File: config.mk
export PLATFORM = sky130hd
export DESIGN_NAME = constant_source
export DESIGN_NICKNAME = d
export VERILOG_FILES = /design/src/bus_pkg.sv /design/src/stream_pkg.sv /design/src/constant_register_bank.sv /design/src/constant_source.sv /design/src/sb_write_decode.sv /design/src/stream_emitter.sv
export VERILOG_INCLUDE_DIRS = /design/src
export SDC_FILE = /design/constraint.sdc
export NUM_CORES = 1
export LEC_CHECK = 0
export ABC_AREA = 1
export BUFFER_PORTS_ARGS = -buffer_cell sky130_fd_sc_hd__buf_2
export CORE_MARGIN = 2
export CORE_UTILIZATION = 49
export DETAILED_ROUTE_END_ITERATION = 7
export PLACE_DENSITY = 0.76
export SLEW_MARGIN = 10
export SYNTH_ARGS = -nofsm -noshare
export SYNTH_HDL_FRONTEND = slang
export SYNTH_SLANG_ARGS = --single-unit
File: constraint.sdc
create_clock -name clock -period 2.1 [get_ports clock]
set_input_delay 0 -clock clock [delete_from_list [all_inputs] [get_ports clock]]
set_output_delay 0 -clock clock [all_outputs]
set_load 0.03 [all_outputs]
File: src/const_cfg.svh
`ifndef CONST_CFG_SVH
`define CONST_CFG_SVH

// Bus location of the constant source
`define CONST_BASE_ADDRESS 32'h43C0_0000

// Register byte offsets
`define CONST_OFS_LOW  32'h0000_0000
`define CONST_OFS_HIGH 32'h0000_0004
`define CONST_OFS_DEST 32'h0000_0008

// Emitted constant and routing tag
`define CONST_DATA_WIDTH 64
`define CONST_DEST_WIDTH 8

`endif

File: src/bus_pkg.sv
`default_nettype none

package bus_pkg;

    // Width shared by address and data of the register bus
    localparam int sb_width = 32;

    // Byte address as seen on the bus
    typedef logic [sb_width-1:0] sb_addr_t;

    // One bus data word
    typedef logic [sb_width-1:0] sb_data_t;

    // Command decoded from the write offset
    typedef enum logic [1:0] {
        cmd_none     = 2'd0,
        cmd_emit     = 2'd1,
        cmd_set_high = 2'd2,
        cmd_set_dest = 2'd3
    } sb_cmd_e;

endpackage

`default_nettype wire

File: src/stream_pkg.sv
`default_nettype none

`include "const_cfg.svh"

package stream_pkg;

    // Full constant as presented on the stream
    typedef logic [`CONST_DATA_WIDTH-1:0] const_data_t;

    // Routing tag sent along with the constant
    typedef logic [`CONST_DEST_WIDTH-1:0] const_dest_t;

endpackage

`default_nettype wire

File: src/constant_register_bank.sv
`timescale 1ns/1ps
`default_nettype none

`include "const_cfg.svh"

module constant_register_bank import bus_pkg::*, stream_pkg::*; (
    input  wire              clock,
    input  wire              reset,
    input  wire sb_cmd_e     cmd,
    input  wire sb_data_t    cmd_data,
    input  wire              cmd_strobe,
    input  wire              emit_done,
    input  wire sb_addr_t    sb_address,
    output logic             cmd_done,
    output sb_data_t         sb_read_data,
    output logic             emit_req,
    output const_data_t      emit_data,
    output const_dest_t      emit_dest
);

    sb_data_t    high_word;
    sb_data_t    low_word;
    const_dest_t dest;
    logic        config_done;
    sb_addr_t    read_offset;

    // Register updates and emit request
    always_ff @(posedge clock) begin
        if (!reset) begin
            high_word   <= '0;
            low_word    <= '0;
            dest        <= '0;
            config_done <= 1'b0;
            emit_req    <= 1'b0;
        end else begin
            config_done <= 1'b0;
            emit_req    <= 1'b0;
            if (cmd_strobe) begin
                case (cmd)
                    cmd_emit: begin
                        low_word <= cmd_data;
                        emit_req <= 1'b1;
                    end
                    cmd_set_high: begin
                        high_word   <= cmd_data;
                        config_done <= 1'b1;
                    end
                    cmd_set_dest: begin
                        dest        <= cmd_data[`CONST_DEST_WIDTH-1:0];
                        config_done <= 1'b1;
                    end
                    default: begin
                        // Unknown offset, nothing to apply
                        config_done <= 1'b1;
                    end
                endcase
            end
        end
    end

    // Emit completion comes from the stream side
    assign cmd_done = config_done || emit_done;

    // Low word is already updated when emit_req is seen
    assign emit_data = {high_word, low_word};
    assign emit_dest = dest;

    // Readback
    assign read_offset = sb_address - `CONST_BASE_ADDRESS;

    always_comb begin
        case (read_offset)
            `CONST_OFS_LOW:  sb_read_data = low_word;
            `CONST_OFS_HIGH: sb_read_data = high_word;
            `CONST_OFS_DEST: sb_read_data = sb_data_t'(dest);
            default:         sb_read_data = '0;
        endcase
    end

endmodule

`default_nettype wire

File: src/constant_source.sv
`timescale 1ns/1ps
`default_nettype none

module constant_source import bus_pkg::*, stream_pkg::*; (
    input  wire              clock,
    input  wire              reset,
    input  wire sb_addr_t    sb_address,
    input  wire sb_data_t    sb_write_data,
    input  wire              sb_write_strobe,
    output logic             sb_ready,
    output sb_data_t         sb_read_data,
    input  wire              sync,
    output const_data_t      out_data,
    output const_dest_t      out_dest,
    output logic             out_valid,
    input  wire              out_ready
);

    // Decode to bank
    sb_cmd_e     cmd;
    sb_data_t    cmd_data;
    logic        cmd_strobe;
    logic        cmd_done;

    // Bank to emitter
    logic        emit_req;
    const_data_t emit_data;
    const_dest_t emit_dest;
    logic        emit_done;

    sb_write_decode u_decode (
        .clock          (clock),
        .reset          (reset),
        .sb_address     (sb_address),
        .sb_write_data  (sb_write_data),
        .sb_write_strobe(sb_write_strobe),
        .cmd_done       (cmd_done),
        .sb_ready       (sb_ready),
        .cmd            (cmd),
        .cmd_data       (cmd_data),
        .cmd_strobe     (cmd_strobe)
    );

    constant_register_bank u_bank (
        .clock       (clock),
        .reset       (reset),
        .cmd         (cmd),
        .cmd_data    (cmd_data),
        .cmd_strobe  (cmd_strobe),
        .emit_done   (emit_done),
        .sb_address  (sb_address),
        .cmd_done    (cmd_done),
        .sb_read_data(sb_read_data),
        .emit_req    (emit_req),
        .emit_data   (emit_data),
        .emit_dest   (emit_dest)
    );

    stream_emitter u_emitter (
        .clock    (clock),
        .reset    (reset),
        .emit_req (emit_req),
        .emit_data(emit_data),
        .emit_dest(emit_dest),
        .sync     (sync),
        .out_ready(out_ready),
        .out_data (out_data),
        .out_dest (out_dest),
        .out_valid(out_valid),
        .emit_done(emit_done)
    );

endmodule

`default_nettype wire

File: src/sb_write_decode.sv
`timescale 1ns/1ps
`default_nettype none

`include "const_cfg.svh"

module sb_write_decode import bus_pkg::*; (
    input  wire           clock,
    input  wire           reset,
    input  wire sb_addr_t sb_address,
    input  wire sb_data_t sb_write_data,
    input  wire           sb_write_strobe,
    input  wire           cmd_done,
    output logic          sb_ready,
    output sb_cmd_e       cmd,
    output sb_data_t      cmd_data,
    output logic          cmd_strobe
);

    typedef enum logic {
        st_idle = 1'b0,
        st_busy = 1'b1
    } state_t;

    state_t   state;
    logic     accept;
    sb_addr_t offset_q;
    sb_data_t data_q;

    // Bus only takes a write while nothing is in flight
    assign sb_ready = (state == st_idle);
    assign accept   = sb_write_strobe && sb_ready;

    // Offset and data of the accepted write
    always_ff @(posedge clock) begin
        if (accept) begin
            offset_q <= sb_address - `CONST_BASE_ADDRESS;
            data_q   <= sb_write_data;
        end
    end

    // Idle/busy control, cmd_strobe one cycle after acceptance
    always_ff @(posedge clock) begin
        if (!reset) begin
            state      <= st_idle;
            cmd_strobe <= 1'b0;
        end else begin
            cmd_strobe <= 1'b0;
            case (state)
                st_idle: begin
                    if (accept) begin
                        state      <= st_busy;
                        cmd_strobe <= 1'b1;
                    end
                end
                st_busy: begin
                    // Held here until the bank reports completion
                    if (cmd_done) begin
                        state <= st_idle;
                    end
                end
                default: begin
                    state <= st_idle;
                end
            endcase
        end
    end

    // Offset to command map
    always_comb begin
        case (offset_q)
            `CONST_OFS_LOW:  cmd = cmd_emit;
            `CONST_OFS_HIGH: cmd = cmd_set_high;
            `CONST_OFS_DEST: cmd = cmd_set_dest;
            default:         cmd = cmd_none;
        endcase
    end

    assign cmd_data = data_q;

endmodule

`default_nettype wire

File: src/stream_emitter.sv
`timescale 1ns/1ps
`default_nettype none

module stream_emitter import stream_pkg::*; (
    input  wire              clock,
    input  wire              reset,
    input  wire              emit_req,
    input  wire const_data_t emit_data,
    input  wire const_dest_t emit_dest,
    input  wire              sync,
    input  wire              out_ready,
    output const_data_t      out_data,
    output const_dest_t      out_dest,
    output logic             out_valid,
    output logic             emit_done
);

    typedef enum logic [1:0] {
        st_idle      = 2'd0,
        st_wait_sync = 2'd1,
        st_present   = 2'd2
    } state_t;

    state_t state;

    // Payload taken at request time, held through the handshake
    always_ff @(posedge clock) begin
        if (state == st_idle && emit_req) begin
            out_data <= emit_data;
            out_dest <= emit_dest;
        end
    end

    always_ff @(posedge clock) begin
        if (!reset) begin
            state <= st_idle;
        end else begin
            case (state)
                st_idle: begin
                    if (emit_req) begin
                        state <= st_wait_sync;
                    end
                end
                st_wait_sync: begin
                    if (sync) begin
                        state <= st_present;
                    end
                end
                st_present: begin
                    if (out_ready) begin
                        state <= st_idle;
                    end
                end
                default: begin
                    state <= st_idle;
                end
            endcase
        end
    end

    assign out_valid = (state == st_present);

    // High only in the handshake cycle
    assign emit_done = out_valid && out_ready;

endmodule

`default_nettype wire

==> impl_metrics.py <==
metrics = {
    "synthesis": {
        "ys_ff_latch": 214,
        "synth-main-ff-cell": "edfxtp_1",
        "synthesis.nets": 807,
        "synthTopCellsByArea": "edfxtp_1 50%, dfxtp_1 19%, nand4_1 5.5%",
        "syn_area_per_cell_um2": 11.2,
        "ys_types": 36,
        "syn_area_um2": 8220,
        "synth_most_common_cell": "edfxtp_1",
        "netlist_instances": 736,
        "seq_area_frac_synth": 0.686,
        "ys_top_cells_by_count": "136 x edfxtp_1, 116 x nor2_1, 109 x nand2_1",
        "synth-edff-count": 136,
        "yosys_warnings": 0,
        "yosysTopAreaCell": "edfxtp_1",
        "async_flop_share": 0,
        "synth_top_area_frac": 0.497,
    },
    "routing": {
        "avgRoutedWirePerCell_um": 18.1,
        "ant_nets": 0,
        "first_pass_iters": 5,
        "dr.first_iter.drc_count": 462,
        "vias": 6574,
        "routed_wl_mm": 22.2,
        "viasPerCell": 5.34,
        "drcViolationCount": 0,
    },
    "clock_tree": {
        "cts-root-buf": "clkbuf_16",
        "path_clk_slew_ps": 60,
        "clkLatencyLatePin_ps": 490,
        "cts_tree": "done",
        "clock_path_buffers": 3,
        "numCtsBuffers": 22,
        "clock-sinks": 214,
        "cts_max_level": 1,
    },
    "cells_and_area": {
        "nFillCells": 1218,
        "fin_area_um2": 11200,
        "nNetsFinal": 1065,
        "syn_to_final_growth_pct": 35.9,
        "drive_gt1_frac": 0.278,
        "utilization": 0.679,
        "antenna-diode-count": 0,
    },
    "setup_path": {
        "path_class": "input port to primary output",
        "startpoint_type": "input port",
        "end_kind": "primary output",
        "critPathMaxFanout": 8,
        "arrival_ps": 2090,
        "cp_data_required_time_ps": 2100,
        "r2r_cells": 10,
    },
    "worst_hold_path": {
        "hold_depth": 4,
        "hold_path.class": "input port to flop",
    },
    "sta": {
        "worst_slew_pin_slew_ps": 471,
        "fin_tns_setup_ps": 0,
        "period_share": 0.997,
        "setup_viol": 0,
        "finalHoldViolCount": 0,
        "hold_slack_ps": 103,
        "drv_slew": 0,
        "max_freq_mhz": 478,
        "skew_ps": 7.63,
        "finalWorstSetupSlack_ps": 6.73,
        "post-route-min-period_ps": 2090,
        "worst_slew_margin_rel": 0.686,
        "rsz0062_at_grt": "yes",
    },
    "place": {
        "routabilityCongestion": 0.758,
        "placed_cell_area_um2": 9350,
        "dp_slack_ps": 228,
        "dp_hpwl_mm": 12.3,
        "io_buffer_count": 174,
    },
    "grt": {
        "top_usage_layer": "met2",
        "grt_pass1_vias": 6215,
        "grt_use_met2": 0.410,
        "grt_first_pass_wirelength_mm": 31.7,
        "grt_max_degree": 74,
        "track_usage": 0.223,
        "grt.met3_usage": 0.0342,
        "use_met1": 0.274,
        "grt-ovfl-total": 0,
        "antenna_found_initial": 0,
    },
    "pwr": {
        "power.leakage_nw": 4.47,
        "ir_drop_uv": 625,
        "powerDensity_nw_per_um2": 798,
    },
    "die": {
        "fp.dieW_um": 134,
        "dieHeight_um": 134,
        "fp.coreArea_um2": 16500,
        "start_util": 0.499,
        "die_area_um2": 17800,
        "ios": 175,
        "row_count": 47,
    },
    "run": {
        "cap_violations": 0,
    },
    "status": {
        "status": "completed",
    },
}
per-stage QoR:
step,power [mW],instances
floorplan,4.86,736
global placement,5.02,1107
detailed placement,5.04,1107
CTS,8.94,1219
global route,9.18,1230
finish,8.92,1230
where the power goes:
part           leakage, nW  switching, mW  internal [mW]
registers             1.86         0.0426           4.56
clock network        0.355           1.55           2.31
logic                 2.26          0.263          0.200
total                 4.47           1.85           7.07
what timing repair did:
item,in CTS,in global routing
hold buffers,72,0
gates resized for setup,0,78
hold endpoints to repair,74,0
setup endpoints to repair,0,32
buffers inserted,0,4
layout by cell type (no fill, tap or decap), drive strengths merged, types with 2 or more instances in the layout:
| cell | netlist | layout |
|---|---|---|
| buf | 29 | 186 |
| edfxtp | 136 | 136 |
| nor2 | 120 | 120 |
| nand2 | 112 | 112 |
| dfxtp | 78 | 78 |
| nand4 | 73 | 73 |
| dlygate4sd3 | 0 | 72 |
| nand3 | 53 | 53 |
| clkbuf | 15 | 52 |
| a21oi | 35 | 35 |
| o21ai | 32 | 32 |
| inv | 34 | 32 |
| clkinv | 1 | 6 |
| nor3 | 5 | 5 |
| clkinvlp | 0 | 4 |
| or2 | 3 | 3 |
| nand3b | 2 | 2 |
| ha | 2 | 2 |
| xnor2 | 2 | 2 |
path summary, 6_finish.rpt:
kind                          from                     end  slack (ps)
max                 sb_address[13]        sb_read_data[21]           7
min                 sb_address[31]   u_decode.offset_q[31]         100
max reg2reg  u_decode.offset_q[31]     u_bank.emit_dest[0]         250
min reg2reg    u_bank.low_word[29]  u_emitter.out_data[29]         460
cell families after synthesis:
| family | synth area share |
|---|---|
| fa+ha+maj | 0.00304 |
| xor+xnor | 0.00411 |
| simple gates | 0.212 |
| compound gates | 0.0432 |
| buf+inv | 0.0510 |
| flops | 0.686 |
area by class of cell:
class | instances | area, um2 | area share
clock inverter | 8 | 68.8 | 0.00615
inverter | 35 | 141 | 0.0126
timing repair buffer | 278 | 2140 | 0.191
multi-input combinational | 443 | 2250 | 0.201
sequential | 214 | 5650 | 0.505
tap | 220 | 275 | 0.0246
clock buffer | 32 | 661 | 0.0591
sequential cells by signal, summed over array words and instances, names as in the netlist:
signal and count:
u_decode.state 1, u_bank.emit_req 1, u_bank.config_done 1, u_emitter.out_dest 8, u_bank.high_word 32, u_bank.emit_dest 8, u_emitter.state 2, u_bank.low_word 32
u_decode.cmd_data 32, u_decode.cmd_strobe 1, u_emitter.out_data 64, u_decode.offset_q 32
per-layer routing:
metal / share of wire / wire length, um / vias to the layer above
met2: 0.51 / 11400 / 298
met5: 0 / 0 / -
li1: - / - / 3103
met4: 0.022 / 497 / 0
met3: 0.076 / 1690 / 45
met1: 0.39 / 8610 / 3128
critical path: stages:
cell and delay, ps:
dlygate4sd3_1 530, buf_2 130, nor2_2 110, nand2_1 80, nor2_2 150, nand3b_1 200, nor2_4 160, buf_4 180
buf_8 160, nand4_1 110, nand2_1 100, clkbuf_4 180
(Power assumes the default switching activity.)
